===== config.mk =====
export PLATFORM = sky130hd
export DESIGN_NAME = sa_operand_feeder
export DESIGN_NICKNAME = d
export VERILOG_FILES = /design/src/design/sa_pkg.sv /design/src/design/sa_operand_feeder.sv
export SDC_FILE = /design/constraint.sdc
export NUM_CORES = 1
export LEC_CHECK = 0
export BUFFER_PORTS_ARGS = -buffer_cell sky130_fd_sc_hd__buf_2
export CORE_MARGIN = 2
export CORE_UTILIZATION = 35
export CTS_BUF_LIST = sky130_fd_sc_hd__clkbuf_4 sky130_fd_sc_hd__clkbuf_8 sky130_fd_sc_hd__clkbuf_16
export DETAILED_ROUTE_END_ITERATION = 10
export MAX_ROUTING_LAYER = met4
export PLACE_DENSITY = 0.71
export REMOVE_ABC_BUFFERS = 1
export SLEW_MARGIN = 0
export SYNTH_ARGS = -nofsm -noshare
export SYNTH_HDL_FRONTEND = slang
export SYNTH_SLANG_ARGS = --single-unit

===== constraint.sdc =====
create_clock -name I_CLK -period 2.3 [get_ports I_CLK]
set_input_delay 0 -clock I_CLK [delete_from_list [all_inputs] [get_ports I_CLK]]
set_output_delay 0 -clock I_CLK [all_outputs]
set_load 0.03 [all_outputs]

===== src/design/sa_pkg.sv =====
`default_nettype none

package sa_pkg;

    //////////////////////////////////////////////////////////////////////
    // Array geometry
    //////////////////////////////////////////////////////////////////////
    localparam int sa_dim      = 4;                  // Rows, cols and inner dim
    localparam int elem_n      = sa_dim * sa_dim;
    localparam int idx_w       = $clog2(sa_dim);
    localparam int elem_w      = $clog2(elem_n);     // Element index in a window

    // Inner dim plus the skew on both edges of the grid
    localparam int feed_cycles = sa_dim + 2 * sa_dim - 2;
    localparam int step_w      = $clog2(feed_cycles + 1);

    //////////////////////////////////////////////////////////////////////
    // Q2.13 data path
    //////////////////////////////////////////////////////////////////////
    localparam int data_w  = 16;
    localparam int frac_w  = 13;                     // Product scaling shift
    localparam int acc_w   = 32;                     // Wrapping accumulator
    localparam int sat_max = (1 << (data_w - 1)) - 1;
    localparam int sat_min = -(1 << (data_w - 1));

    //////////////////////////////////////////////////////////////////////
    // APB map
    //////////////////////////////////////////////////////////////////////
    localparam int addr_w  = 8;
    localparam int pdata_w = 32;
    localparam int win_lsb = elem_w + 2;             // One element per word

    localparam logic [addr_w-1:0] reg_ctrl   = 8'h00;  // Bit 0 starts a run
    localparam logic [addr_w-1:0] reg_status = 8'h04;  // Bit 0 busy, bit 1 done
    localparam logic [addr_w-1:0] win_x      = 8'h40;
    localparam logic [addr_w-1:0] win_w      = 8'h80;
    localparam logic [addr_w-1:0] win_out    = 8'hC0;

endpackage

`default_nettype wire


===== src/design/sa_operand_feeder.sv =====
`default_nettype none

module sa_operand_feeder (
    input  logic                                     I_CLK,
    input  logic                                     I_ASYN_RSTN,
    input  logic                                     start,
    // Buffer read
    output logic [sa_pkg::idx_w-1:0]                 x_rd_row,
    output logic [sa_pkg::idx_w-1:0]                 w_rd_col,
    input  logic [sa_pkg::sa_dim*sa_pkg::data_w-1:0] x_rd_data,
    input  logic [sa_pkg::sa_dim*sa_pkg::data_w-1:0] w_rd_data,
    // Array side
    output logic [sa_pkg::sa_dim*sa_pkg::data_w-1:0] x_lane,
    output logic [sa_pkg::sa_dim*sa_pkg::data_w-1:0] w_lane,
    output logic                                     shift_en,
    output logic                                     acc_clr,
    output logic                                     busy,
    output logic                                     done
);
    import sa_pkg::*;

    typedef enum logic [1:0] {
        s_idle,
        s_feed,
        s_drain
    } state_t;

    state_t            state;
    logic [step_w-1:0] step;
    logic              lane_live;

    //////////////////////////////////////////////////////////////////////
    // Sequencer
    //////////////////////////////////////////////////////////////////////
    always_ff @(posedge I_CLK or negedge I_ASYN_RSTN) begin
        if (!I_ASYN_RSTN) begin
            state <= s_idle;
            step  <= '0;
            done  <= 1'b0;
        end else begin
            done <= 1'b0;
            case (state)
                s_idle: begin
                    if (start) begin
                        state <= s_feed;
                        step  <= '0;
                    end
                end
                s_feed: begin
                    if (step == step_w'(feed_cycles - 1)) begin
                        state <= s_drain;
                    end else begin
                        step <= step + 1'b1;
                    end
                end
                s_drain: begin
                    state <= s_idle;   // Last PE has taken its final product
                    done  <= 1'b1;
                end
                default: state <= s_idle;
            endcase
        end
    end

    assign shift_en  = (state == s_feed);
    assign busy      = (state != s_idle);
    assign acc_clr   = start;
    assign lane_live = shift_en && (step < sa_dim);  // Zeros past the inner dim

    assign x_rd_row = step[idx_w-1:0];
    assign w_rd_col = step[idx_w-1:0];

    //////////////////////////////////////////////////////////////////////
    // Skew lines, lane i lags by i shifts
    //////////////////////////////////////////////////////////////////////
    for (genvar i = 0; i < sa_dim; i++) begin : g_lane
        logic [data_w-1:0] x_raw;
        logic [data_w-1:0] w_raw;

        assign x_raw = lane_live ? x_rd_data[i*data_w +: data_w] : '0;
        assign w_raw = lane_live ? w_rd_data[i*data_w +: data_w] : '0;

        if (i == 0) begin : g_direct
            assign x_lane[i*data_w +: data_w] = x_raw;
            assign w_lane[i*data_w +: data_w] = w_raw;
        end else begin : g_delay
            logic [data_w-1:0] x_dly [i];
            logic [data_w-1:0] w_dly [i];

            always_ff @(posedge I_CLK or negedge I_ASYN_RSTN) begin
                if (!I_ASYN_RSTN) begin
                    for (int m = 0; m < i; m++) begin
                        x_dly[m] <= '0;
                        w_dly[m] <= '0;
                    end
                end else if (shift_en) begin
                    x_dly[0] <= x_raw;
                    w_dly[0] <= w_raw;
                    for (int m = 1; m < i; m++) begin
                        x_dly[m] <= x_dly[m-1];
                        w_dly[m] <= w_dly[m-1];
                    end
                end
            end

            assign x_lane[i*data_w +: data_w] = x_dly[i-1];
            assign w_lane[i*data_w +: data_w] = w_dly[i-1];
        end
    end

endmodule

`default_nettype wire


# After elaboration in Yosys (flattened, before gate mapping)
# Cells that the tools add are included.
# classes
add_sub_neg	1
n_lt_le_gt_ge	1
eq_ne	6
muxes	15
reduce_logical	6
# ops
op	n
$mux 16	8
$mux 4	2
$pmux 4 s2	1
$add 4x1->4 const B	1
$eq 4x4->1 const B	1
$lt 4x3->1 const B	1
$mux 2	2
$ne 2x2->1 const B	2
$pmux 2 s2	1
$reduce_bool 2->1	2
$reduce_and 3->1	1
$eq 2x1->1 const B	1
$eq 2x2->1 const B	1
$logic_not 2->1	1
$ne 2x1->1 const B	1
$reduce_and 2->1	1
$logic_and 1x1->1	1
$mux 1	1
# totals
regBits	199
inputBits	131
output_inout_bits	136
word_cells	44

# Longest topological paths before layout
# logic_depth
ltp_word	3
depth_mapped	8
mapped_depth_nobuf	5

# Worst setup path before layout
# OpenSTA, ideal clock, no wires.
# synth_timing
path_kind	register to output
start	reg state[1]
end	out w_lane[15] in the netlist's numbering
arrival_ns	1.382
t_required_ns	2.300
path_slack_ns	0.918
stages_incl_launch_ff	7
cell_sequence	dfrtp_1 nand2b_1 buf_4 nor3_4 buf_4 buf_6 and2_1
# synth_between
elab_chain_cells	3
# synth_rtl
element	line	source
start: declaration	sa_operand_feeder.sv:28	state_t state;
start signal: assignment	sa_operand_feeder.sv:37	state <= s_idle;
start signal: assignment	sa_operand_feeder.sv:51	state <= s_drain;
start signal: assignment	sa_operand_feeder.sv:57	state <= s_idle;
$eq 2x1->1	sa_operand_feeder.sv:65	assign shift_en = (state == s_feed);
$logic_and 1x1->1	sa_operand_feeder.sv:68	assign lane_live = shift_en && (step < sa_dim);
$mux 16	sa_operand_feeder.sv:81	assign w_raw = lane_live ? w_rd_data[i*data_w +: data_w] : '0;
end: declaration	sa_operand_feeder.sv:14	output logic [sa_pkg::sa_dim*sa_pkg::data_w-1:0] w_lane,
# No other way between the ends.

# Worst setup path after layout
# layout_timing
start	reg state[0]
end	out x_lane[6] in the netlist's numbering
# layout_between
elab_chain_cells	3
# layout_rtl
element	line	source
$eq 2x1->1	sa_operand_feeder.sv:65	
$logic_and 1x1->1	sa_operand_feeder.sv:68	
$mux 16	sa_operand_feeder.sv:80	assign x_raw = lane_live ? x_rd_data[i*data_w +: data_w] : '0;
end: declaration	sa_operand_feeder.sv:13	output logic [sa_pkg::sa_dim*sa_pkg::data_w-1:0] x_lane,
# No other way between the ends.

==> results.cfg <==
[sta]
period_needed_ps = 2050
hold_viol = 0
tightestPinTransition_ps = 779
whs_ps = 196
slew_headroom_pct = 48.0
setup_violations = 0
fmax_mhz = 489
fin_crit_sh_pct = 88.9
finClkSkew_ps = 10.8
rsz0062_at_grt = false
fin_tns_setup_ps = 0
slew_viol_final = 0

[synthesis]
seq_area_frac_synth_pct = 61.4
ys_warn_count = 0
syn_area_um2 = 8100
synthCells = 759
yosys.cell_types.count = 23
syn_area_per_cell_um2 = 10.7
ys_ff_latch = 199

[power]
ir_worst_vdd_mv = 1.24
p_leak_nw = 5.88
cellPowerDensity_nw_per_um2 = 1520

[cells_and_area]
diodes = 0
drive_gt1_share_pct = 29.8
stdcell_count = 1333
mostFrequentLayoutCells = nand2_1, buf_2, dfrtp_1
nets = 1168
final_common_cell = nand2_1
syn_to_final_growth_pct = 32.1

[drt]
vias = 6169
drt-pass1-iter-count = 5
first_iter_violations = 403
routed_wl_um = 19600
wl_per_cell_um = 14.7
routed_via_density = 4.63
drc = 0
ant_nets = 0

[cts]
cts.clk_slew.worst_paths_ps = 70
cts_tree = built
clock_sinks = 199
insertion_delay_ps = 430
clock_path_buffers = 2
cts_buffers = 17
htree_levels = 4
clock-root-buffer = clkbuf_16

[placement]
hpwlAfterDp_um = 12200
dp.cells = 1203
place.gp.congestion = 0.849
io_buffers = 266

[min_path]
hold_path_class = input port to asynchronous set/reset pin

[floorplan]
fp.dieW_um = 156
die_h_um = 156
io_pins = 267
start_util_pct = 35.7
rows = 55
coreArea_um2 = 22700
die_area_um2 = 24400

[setup_path]
crit_type = register to primary output
r2r_cells = 4
r2r_start = state[0]$_DFFE_PN0P_
worst_setup_path_start_kind = register
max_stage_delay_ps = 530
crit_family = flip-flops
worstPathCellList = nand2b_4 > nor3_4 > buf_12 > and2_1 > buf_2
cp.arrival_ps = 2050
critPathRequiredTime_ps = 2300
r2r_slack_ps = 650
critPathCaptureType = primary output
crit_end = x_lane[6]
worstPathMaxFanout = 84
crit_buf_inv = 2
rr_endpoint = g_lane[1].g_delay.x_dly[13]$_DFFE_PN0N_
startpoint = state[0]$_DFFE_PN0P_
worst-path-stages = 5
crit_path_top_delay_cell = dfrtp_1

[global_route]
grt_pass1_vias = 6159
grt_usage_pct = 16.8
overflow = 0
grt_max_degree = 123
antenna_found_initial = 0
grt_pass1_wl_um = 31700

[job]
timing.max_cap.violations = 0

[status]
status = finished, final reports clean
synthesized netlist by cell type:
master / instances / share of area [%]
a21oi_1: 1 / 0.062
a22o_1: 96 / 10
and2_1: 33 / 2.5
and3b_1: 1 / 0.11
buf_2: 19 / 1.2
buf_4: 76 / 7.0
buf_6: 10 / 1.4
clkbuf_1: 12 / 0.56
dfrtp_1: 199 / 61
ha_1: 2 / 0.31
inv_1: 2 / 0.093
inv_2: 1 / 0.046
nand2_1: 291 / 13
nand2b_1: 1 / 0.077
nand3_1: 5 / 0.31
nor2b_1: 2 / 0.15
nor3_4: 1 / 0.20
o21ai_0: 1 / 0.062
o21bai_1: 1 / 0.093
o311ai_0: 2 / 0.22
o41ai_1: 1 / 0.11
or2_2: 1 / 0.077
or3_1: 1 / 0.077
cell families (layout without fill, tap and decap cells):
| family | after synthesis | after routing | synth area share [%] |
|---|---|---|---|
| buf+inv | 120 | 409 | 10.3 |
| fa+ha+maj | 2 | 2 | 0.309 |
| simple gates | 336 | 336 | 17.0 |
| flops | 199 | 199 | 61.4 |
| compound gates | 102 | 102 | 10.9 |
final cells by class:
class	count	area, um2
clock buffers	17	425
clock inverters	15	160
fillers	2049	12000
inverters	3	12.5
multi-input cells	440	2300
flip-flops and latches	199	4980
well taps	285	357
repair buffers	374	2470
metrics by stage:
step           power [mW]  instance area [um2]  utilization, %  worst slack, ps
2_1_floorplan        10.2                 7280               -            -4200
4_1_cts              16.4                10700            47.1              257
5_1_grt              17.3                10700            47.1              120
3_5_place_dp         13.2                 9140            40.2              657
3_3_place_gp         13.1                 9140            40.2              703
6_report             16.2                10700            47.1              255
routing by layer:
| layer | part of all wire, % | GRT usage, % |
|---|---|---|
| met3 | 5.3 | 4.22 |
| met1 | 45 | 20.8 |
| met4 | 0.99 | 3.80 |
| met2 | 49 | 27.8 |
| met5 | 0 | - |
power breakdown:
group	switching, mW	internal [mW]
logic	4.96	2.35
registers	0.874	5.06
clock network	1.44	1.55
worst reg2reg max path, cell delays in order (launching register included):
cell      delay (ps)
dfrtp_1          530
nand2b_4         130
nor3_4           180
buf_4            500
a22o_1           250
sequential cells by signal, summed over array words and instances (netlist names):
| register | cells |
|---|---|
| g_lane.g_delay.x_dly | 64 |
| done | 1 |
| x_lane | 32 |
| w_lane | 32 |
| g_lane.g_delay.w_dly | 64 |
| state | 2 |
| step | 4 |
worst min path at each step:
stage / to / slack [ps] / cells past startpoint
after floorplan: done$_DFF_PN0_ / -300 / 0
after global placement: x_lane[54]$_DFFE_PN0N_ / 130 / 1
after detailed placement: x_lane[54]$_DFFE_PN0N_ / 140 / 1
after CTS: g_lane[3].g_delay.w_dly[44]$_DFFE_PN0N_ / 250 / 2
after global routing: g_lane[3].g_delay.w_dly[44]$_DFFE_PN0N_ / 250 / 2
final: g_lane[3].g_delay.w_dly[44]$_DFFE_PN0N_ / 200 / 2
repair_timing:
item,in CTS,in global routing
buffers inserted,0,0
endpoints found under the hold margin,186,0
gates resized for setup,0,0
hold buffers,98,0
(Power assumes the default switching activity.)
