[src/design/sa_pkg.sv]
`default_nettype none

package sa_pkg;

    //////////////////////////////////////////////////////////////////////
    // Array geometry
    //////////////////////////////////////////////////////////////////////
    localparam int sa_dim      = 4;                  // Rows, cols and inner dim
    localparam int elem_n      = sa_dim * sa_dim;
    localparam int idx_w       = $clog2(sa_dim);
    localparam int elem_w      = $clog2(elem_n);     // Element index in a window

    // Inner dim plus the skew on both edges of the grid
    localparam int feed_cycles = sa_dim + 2 * sa_dim - 2;
    localparam int step_w      = $clog2(feed_cycles + 1);

    //////////////////////////////////////////////////////////////////////
    // Q2.13 data path
    //////////////////////////////////////////////////////////////////////
    localparam int data_w  = 16;
    localparam int frac_w  = 13;                     // Product scaling shift
    localparam int acc_w   = 32;                     // Wrapping accumulator
    localparam int sat_max = (1 << (data_w - 1)) - 1;
    localparam int sat_min = -(1 << (data_w - 1));

    //////////////////////////////////////////////////////////////////////
    // APB map
    //////////////////////////////////////////////////////////////////////
    localparam int addr_w  = 8;
    localparam int pdata_w = 32;
    localparam int win_lsb = elem_w + 2;             // One element per word

    localparam logic [addr_w-1:0] reg_ctrl   = 8'h00;  // Bit 0 starts a run
    localparam logic [addr_w-1:0] reg_status = 8'h04;  // Bit 0 busy, bit 1 done
    localparam logic [addr_w-1:0] win_x      = 8'h40;
    localparam logic [addr_w-1:0] win_w      = 8'h80;
    localparam logic [addr_w-1:0] win_out    = 8'hC0;

endpackage

`default_nettype wire

[src/design/sa_apb_regs.sv]
`default_nettype none

module sa_apb_regs (
    input  logic                                    I_CLK,
    input  logic                                    I_ASYN_RSTN,
    // APB slave
    input  logic                                    psel,
    input  logic                                    penable,
    input  logic                                    pwrite,
    input  logic [sa_pkg::addr_w-1:0]               paddr,
    input  logic [sa_pkg::pdata_w-1:0]              pwdata,
    output logic [sa_pkg::pdata_w-1:0]              prdata,
    output logic                                    pready,
    output logic                                    pslverr,
    // Feeder and array side
    input  logic                                    busy,
    input  logic                                    done,
    input  logic [sa_pkg::elem_n*sa_pkg::data_w-1:0] result_bus,
    output logic                                    start,
    input  logic [sa_pkg::idx_w-1:0]                x_rd_row,
    input  logic [sa_pkg::idx_w-1:0]                w_rd_col,
    output logic [sa_pkg::sa_dim*sa_pkg::data_w-1:0] x_rd_data,
    output logic [sa_pkg::sa_dim*sa_pkg::data_w-1:0] w_rd_data
);
    import sa_pkg::*;

    logic [data_w-1:0]  x_mem [elem_n];  // Row-major X
    logic [data_w-1:0]  w_mem [elem_n];  // Row-major W
    logic               done_q;

    logic               access;
    logic               aligned;
    logic               hit_ctrl;
    logic               hit_status;
    logic               hit_x;
    logic               hit_w;
    logic               hit_out;
    logic               locked;
    logic               err;
    logic               wr_ok;
    logic [elem_w-1:0]  elem;
    logic [pdata_w-1:0] status_word;

    function automatic logic [pdata_w-1:0] sext(input logic [data_w-1:0] v);
        return {{(pdata_w - data_w){v[data_w-1]}}, v};
    endfunction

    //////////////////////////////////////////////////////////////////////
    // Address decode
    //////////////////////////////////////////////////////////////////////
    assign access     = psel & penable;  // Zero wait states, completes here
    assign aligned    = (paddr[1:0] == 2'b00);
    assign elem       = paddr[win_lsb-1:2];
    assign hit_ctrl   = (paddr == reg_ctrl);
    assign hit_status = (paddr == reg_status);
    assign hit_x      = aligned & (paddr[addr_w-1:win_lsb] == win_x[addr_w-1:win_lsb]);
    assign hit_w      = aligned & (paddr[addr_w-1:win_lsb] == win_w[addr_w-1:win_lsb]);
    assign hit_out    = aligned & (paddr[addr_w-1:win_lsb] == win_out[addr_w-1:win_lsb]);

    // Operands and ctrl are frozen from the start pulse until the run ends
    assign locked = busy | start;

    always_comb begin
        err = 1'b0;
        if (!(hit_ctrl | hit_status | hit_x | hit_w | hit_out)) begin
            err = 1'b1;                   // Unmapped
        end else if (pwrite && hit_out) begin
            err = 1'b1;                   // Results are read only
        end else if (pwrite && locked && (hit_ctrl | hit_x | hit_w)) begin
            err = 1'b1;
        end
    end

    assign pready  = 1'b1;
    assign pslverr = access & err;
    assign wr_ok   = access & pwrite & ~err;

    //////////////////////////////////////////////////////////////////////
    // Operand buffers
    //////////////////////////////////////////////////////////////////////
    always_ff @(posedge I_CLK) begin
        if (wr_ok && hit_x) begin
            x_mem[elem] <= pwdata[data_w-1:0];
        end
        if (wr_ok && hit_w) begin
            w_mem[elem] <= pwdata[data_w-1:0];
        end
    end

    // Step read for the feeder: element x_rd_row of every X row,
    // and element w_rd_col of every W column
    for (genvar r = 0; r < sa_dim; r++) begin : g_rd
        assign x_rd_data[r*data_w +: data_w] = x_mem[{idx_w'(r), x_rd_row}];
        assign w_rd_data[r*data_w +: data_w] = w_mem[{w_rd_col, idx_w'(r)}];
    end

    //////////////////////////////////////////////////////////////////////
    // Control and status
    //////////////////////////////////////////////////////////////////////
    always_ff @(posedge I_CLK or negedge I_ASYN_RSTN) begin
        if (!I_ASYN_RSTN) begin
            start  <= 1'b0;
            done_q <= 1'b0;
        end else begin
            start <= wr_ok & hit_ctrl & pwdata[0];
            if (start) begin
                done_q <= 1'b0;           // Next run clears sticky done
            end else if (done) begin
                done_q <= 1'b1;
            end
        end
    end

    // Done shows in the same cycle as the feeder pulse
    assign status_word = {{(pdata_w - 2){1'b0}}, done_q | done, busy};

    always_comb begin
        prdata = '0;
        if (access && !pwrite) begin
            if (hit_status) begin
                prdata = status_word;
            end else if (hit_x) begin
                prdata = sext(x_mem[elem]);
            end else if (hit_w) begin
                prdata = sext(w_mem[elem]);
            end else if (hit_out) begin
                prdata = sext(result_bus[elem*data_w +: data_w]);
            end
        end
    end

endmodule

`default_nettype wire

[config.mk]
export PLATFORM = sky130hd
export DESIGN_NAME = sa_apb_regs
export DESIGN_NICKNAME = d
export VERILOG_FILES = /design/src/design/sa_pkg.sv /design/src/design/sa_apb_regs.sv
export SDC_FILE = /design/constraint.sdc
export NUM_CORES = 1
export LEC_CHECK = 0
export BUFFER_PORTS_ARGS = -buffer_cell sky130_fd_sc_hd__buf_2
export CORE_MARGIN = 3
export CORE_UTILIZATION = 56
export CTS_CLUSTER_SIZE = 10
export DETAILED_ROUTE_END_ITERATION = 10
export PLACE_DENSITY_LB_ADDON = 0.12
export SLEW_MARGIN = 0
export SYNTH_ARGS = -nofsm -noshare
export SYNTH_HDL_FRONTEND = slang
export SYNTH_SLANG_ARGS = --single-unit
[constraint.sdc]
create_clock -name I_CLK -period 2.8 [get_ports I_CLK]
set_clock_uncertainty 0.1 [all_clocks]
set_input_delay 0.28 -clock I_CLK [delete_from_list [all_inputs] [get_ports I_CLK]]
set_output_delay 0.28 -clock I_CLK [all_outputs]
set_load 0.03 [all_outputs]
== Yosys cells after proc, flatten, opt, wreduce, memory -nomap -nowiden ==
Memory sizes are Yosys's and may differ from the RTL's.
Index checks and enable logic that the tools add are counted.

* Flip-flop bits (word level): 2
* RAM bits: 512
* Bits of input ports: 307
* Output and inout port bits: 163
* Word-level logic and storage cells: 51
* Memories: 2

{| class="wikitable"
|+ Memories
! memory !! depth !! width !! rd ports !! clocked after memory_dff !! write ports !! RTL line !! source
|-
| w_mem || 16 || 16 || 5 || 0 || 1 || sa_apb_regs.sv:28 || <nowiki>logic [data_w-1:0] w_mem [elem_n];</nowiki>
|-
| x_mem || 16 || 16 || 5 || 0 || 1 || sa_apb_regs.sv:27 || <nowiki>logic [data_w-1:0] x_mem [elem_n];</nowiki>
|}

* Equal/unequal tests: 4
* Shift-type cells: 1
* Multiplexer cells: 14
* Bitwise operators: 18
* Reduce and logical (&&, ||, !) cells: 10

{| class="wikitable"
|+ Operator list
! operator !! number
|-
| indexed part select 256 x 9 -> 16 bit || 1
|-
| 2-to-1 mux 32 bit || 5
|-
| bitwise AND 1 bit || 9
|-
| 2-to-1 mux 1 bit || 9
|-
| == test 8 x 3 -> 1 bit, second input constant || 1
|-
| zero test 8 bit || 1
|-
| bitwise OR 1 bit || 8
|-
| logical AND 1 bit || 6
|-
| == test 2 bit, second input constant || 2
|-
| == test 2 x 1 -> 1 bit, second input constant || 1
|-
| zero test 2 bit || 1
|-
| nonzero test 2 bit || 1
|-
| zero test 1 bit || 1
|-
| NOT 1 bit || 1
|}

== Logic depth before layout (Yosys ltp) ==
* Depth in word-level cells: 13
* Gate-level depth with buffers: 10
* Gate-level depth less buffers: 5

== Least setup slack after synthesis ==
Ideal clock, no wire load.

* Kind: in2reg
* Start: input paddr[2] (netlist name)
* End: memory w_mem[11][0] (enable)
* Setup time: 0.388 ns
* Data arrival time: 2.349 ns
* Data required time: 2.312 ns
* Setup slack: -0.038 ns
* Stages on the path: 9
* Path buffers: 4
* Path through: buf_6 -> buf_12 -> buf_12 -> buf_12 -> nor4_2 -> o22a_2 -> nor4_4 -> nand3_2 -> nor2_1

* Longest elaborated chain between the ends: 12
* Elaborated cells on any way between the ends: 17
* Classes of those cells: eq/ne: 1; mux: 5; bitwise: 8; reduce/logical: 3

{| class="wikitable"
|+ Ends and longest elaborated chain
! element !! RTL line !! source
|-
| start, declared || sa_apb_regs.sv:10 || <nowiki>input logic [sa_pkg::addr_w-1:0] paddr,</nowiki>
|-
| zero test 8 bit || sa_apb_regs.sv:54 || <nowiki>assign hit_ctrl = (paddr == reg_ctrl);</nowiki>
|-
| bitwise OR 1 bit (2 in a row) || sa_apb_regs.sv:69 || <nowiki>end else if (pwrite && locked && (hit_ctrl | hit_x | hit_w)) begin</nowiki>
|-
| logical AND 1 bit || sa_apb_regs.sv:69 ||
|-
| 2-to-1 mux 1 bit || sa_apb_regs.sv:69 ||
|-
| 2-to-1 mux 1 bit || sa_apb_regs.sv:67 || <nowiki>end else if (pwrite && hit_out) begin</nowiki>
|-
| 2-to-1 mux 1 bit || sa_apb_regs.sv:65 || <nowiki>if (!(hit_ctrl | hit_status | hit_x | hit_w | hit_out)) begin</nowiki>
|-
| NOT 1 bit || sa_apb_regs.sv:76 || <nowiki>assign wr_ok = access & pwrite & ~err;</nowiki>
|-
| bitwise AND 1 bit || sa_apb_regs.sv:76 ||
|-
| logical AND 1 bit || sa_apb_regs.sv:85 || <nowiki>if (wr_ok && hit_w) begin</nowiki>
|-
| 2-to-1 mux 1 bit || sa_apb_regs.sv:85 ||
|-
| 2-to-1 mux 1 bit (not written as such) || sa_apb_regs.sv:86 || <nowiki>w_mem[elem] <= pwdata[data_w-1:0];</nowiki>
|-
| end, declared || sa_apb_regs.sv:28 ||
|}

Several ways; a longest one is shown, not always the timed one.

==> impl_metrics.tcl <==
set metrics [dict create \
    drc 0 \
    total_power_mw 17.09 \
    post-route-min-period_ps 2929 \
    wl_per_cell_um 36.08 \
    cts.sinks 514 \
    syn_to_final_growth_pct 23.86 \
    grtUsageTotal 0.3704 \
    power_frac_clock 0.382 \
    end_kind "output pin" \
    num_vias 17290 \
    tightest_slew_ps 803.4 \
    drtIter0Drc 1942 \
    grt_pass1_vias 17180 \
    r2r_cells 5 \
    crit_path_start "x_mem[3][13]" \
    ios 470 \
    ys_seq_area_frac 0.6017 \
    whs_path_depth 1 \
    drt_first_pass_iters 5 \
    worstSetupStartpointType "register" \
    peakVddDrop_v 0.0005893 \
    die_area_sq_um 48380 \
    regArea_sq_um 15420 \
    syn-cell-area_sq_um 25640 \
    std_cell_rows 77 \
    slowest_stage "mux4_2" \
    status "complete, but fails checks" \
    cp-endpoint "prdata[13]" \
    syn_nets 1595 \
    synth_cells 1288 \
    ff2ff_setup_slack_ps 590 \
    cts_max_level 2 \
    path_clk_slew_ps 50 \
    combPwrFrac 0.122 \
    ys_ff_latch 514 \
    violations "negative setup slack" \
    hold_viol 0 \
    critPathKind "register to output pin" \
    timing.hold.ws_ps 42.14 \
    grt.overflow.total 0 \
    clk_latency_ps 610 \
    fin_area_sq_um 31750 \
    worst_hold_path_type "input port to register" \
    wl_mm 88.98 \
    pwr-share-seq 0.495 \
    max-slew-margin-rel 0.4559 \
    antenna_found_initial 16 \
    worstPathMaxFanout 2 \
    layout.nets 2156 \
    power_density_nw_per_um2 538.3 \
    yosysUniqueCellTypes 62 \
    grt_max_degree 65 \
    io_buffer_count 452 \
    root_buffer "clkbuf_16" \
    slew_violations 0 \
    path_cells "mux4_2, mux4_2, a32o_2, buf_6" \
    synth_edf_count 512 \
    p_leak_nw 11.16 \
    ant_nets 0 \
    worstPathRequired_ps 2420 \
    syn_area_per_cell_sq_um 19.90 \
    dp.cells 2361 \
    worstPathArrival_ps 2550 \
    initial_core_util 0.5735 \
    layout-drive-gt1-share 0.5606 \
    setup_ws_ps -128.7 \
    clockBufferDepth 3 \
    yosys_warnings 0 \
    power.switching_mw 4.025 \
    placed_cell_area_sq_um 29640 \
    worstReg2RegEnd "x_mem[6][3]" \
    fill_cells 2797 \
    max_stage_delay_ps 540 \
    fmax_mhz 341.4 \
    via_per_inst 7.011 \
    final_cells 2466 \
    synthArstFlopShare 0.003891 \
    internal-power_mw 13.07 \
    die_x_um 220.0 \
    rsz0062_at_grt "yes" \
    multiInputGateArea_sq_um 9623 \
    grt_pass1_wl_mm 123.7 \
    coreArea_sq_um 44700 \
    gp_congestion 0.9029 \
    cpMostUsedCell "mux4_2" \
    drv_cap 0 \
    final.period_utilization 1.046 \
    setup-violations-final 24 \
    sw_frac_of_total 0.2355 \
    die_h_um 220.0 \
    dpl.hpwl_mm 61.45 \
    cts_buffers 58 \
    ys.flop_type "edfxtp_1" \
    tritoncts "yes" \
    r2r-start "start" \
]
==> area by class of cell <==
type,count,share of cell area
Sequential cell,514,0.4858
Multi-Input combinational cell,653,0.3031
Antenna cell,10,0.0007881
Tap cell,592,0.02333
Timing Repair Buffer,618,0.1378
Clock buffer,70,0.04713
Inverter,4,0.0004728
Clock inverter,5,0.001694
==> routing by layer <==
| layer | global-route usage | vias to the layer above | routed length, um |
|---|---|---|---|
| li1 | - | 6757 | - |
| met3 | 0.09542 | 247 | 10790 |
| met2 | 0.5783 | 1363 | 42870 |
| met5 | 0 | - | 65 |
| met4 | 0.2043 | 10 | 5316 |
| met1 | 0.4823 | 8913 | 29940 |
==> synthesized netlist by cell type, types with 4 or more instances <==
cell type / n / area, sq um
buf_2: 35 / 175.2
mux2i_1: 46 / 460.4
buf_6: 7 / 78.83
a21oi_1: 11 / 55.05
a22oi_1: 16 / 120.1
o221ai_1: 4 / 35.03
nor2b_1: 15 / 93.84
nor2_1: 53 / 198.9
mux4_2: 260 / 5856
a32o_1: 4 / 40.04
a211oi_1: 20 / 150.1
o22ai_1: 24 / 150.1
o21a_1: 6 / 45.04
mux4_1: 42 / 1104
edfxtp_1: 512 / 15370
o211ai_1: 11 / 82.58
nor3_1: 7 / 35.03
o21ai_0: 12 / 60.06
buf_12: 7 / 140.1
nand2_2: 6 / 37.54
clkbuf_1: 27 / 101.4
nand4_1: 4 / 25.02
buf_4: 39 / 292.8
nand3_1: 14 / 70.07
nand2b_1: 5 / 31.28
or4_1: 6 / 45.04
nand2_1: 21 / 78.83
mux2_2: 20 / 225.2
==> power by group through the flow <==
stage | clock, mW | combinational (mW) | sequential, mW
global placement | 0 | 2.00 | 8.62
floorplan | 0 | 1.16 | 8.62
CTS | 6.61 | 2.06 | 8.47
global route | 6.91 | 2.18 | 8.46
finish | 6.54 | 2.09 | 8.47
detailed placement | 0 | 2.01 | 8.62
==> per-stage QoR <==
step / util / TNS [ps] / setup WS, ps
floorplan: - / -11460 / -37.90
global placement: 0.6630 / -475.3 / -264.0
detailed placement: 0.6630 / -553.7 / -238.6
CTS: 0.7035 / -613.0 / -159.8
global route: 0.7102 / -2233 / -147.4
finish: 0.7103 / -880.4 / -128.7
==> worst max-delay path, delay by kind of cell (launching register included) <==
kind,cells,cell delay [ps]
flip-flops,1,400
buffers and inverters,1,140
multiplexers,2,1050
AO/OA/AOI/OAI,1,330
==> state kept, by name (all words and copies together), names as in the netlist <==
register	cells
start	1
w_mem	256
x_mem	256
done_q	1
==> layout by cell type, fill, tap and decap left out, drive strengths merged, types with 3 or more instances in the layout <==
master and n:
buf 614, edfxtp 512, mux4 302, clkbuf 71, nor2 54, mux2i 46
nand2 27, o22ai 24, mux2 20, a211oi 20, nand3 16, a22oi 16
nor2b 15, o21ai 12, o211ai 11, a21oi 11, diode 10, o21a 8
nor3 7, or4 6, nand2b 5, inv 5, o221ai 4, nand4 4
a32o 4, clkinv 4, nor4 4, and2 3, o2111ai 3, o31a 3
dlygate4sd3 3, o22a 3
==> kinds of logic after synthesis <==
| logic type | synth area share |
|---|---|
| buf+inv | 0.03197 |
| flops | 0.6017 |
| simple gates | 0.03275 |
| other cells | 0.0001463 |
| mux | 0.2982 |
| compound gates | 0.03524 |
==> how the worst min path moves through the flow <==
stage,start,to
after floorplan,I_ASYN_RSTN,done_q
after global placement,I_ASYN_RSTN,done_q
after detailed placement,I_ASYN_RSTN,done_q
after CTS,pwdata[9],x_mem[2][9]
after global routing,pwdata[9],x_mem[6][9]
final,pwdata[9],x_mem[6][9]
==> timing repair <==
action                                 4_1_cts  5_1_grt
pin swaps                                   23       19
hold buffers                                 3        0
gates cloned                                 1        1
setup endpoints to repair                   31       31
resized for setup                           73       81
endpoints found under the hold margin        3        0
setup buffers                               10        7
No activity file was read; power rests on OpenSTA's default activity.
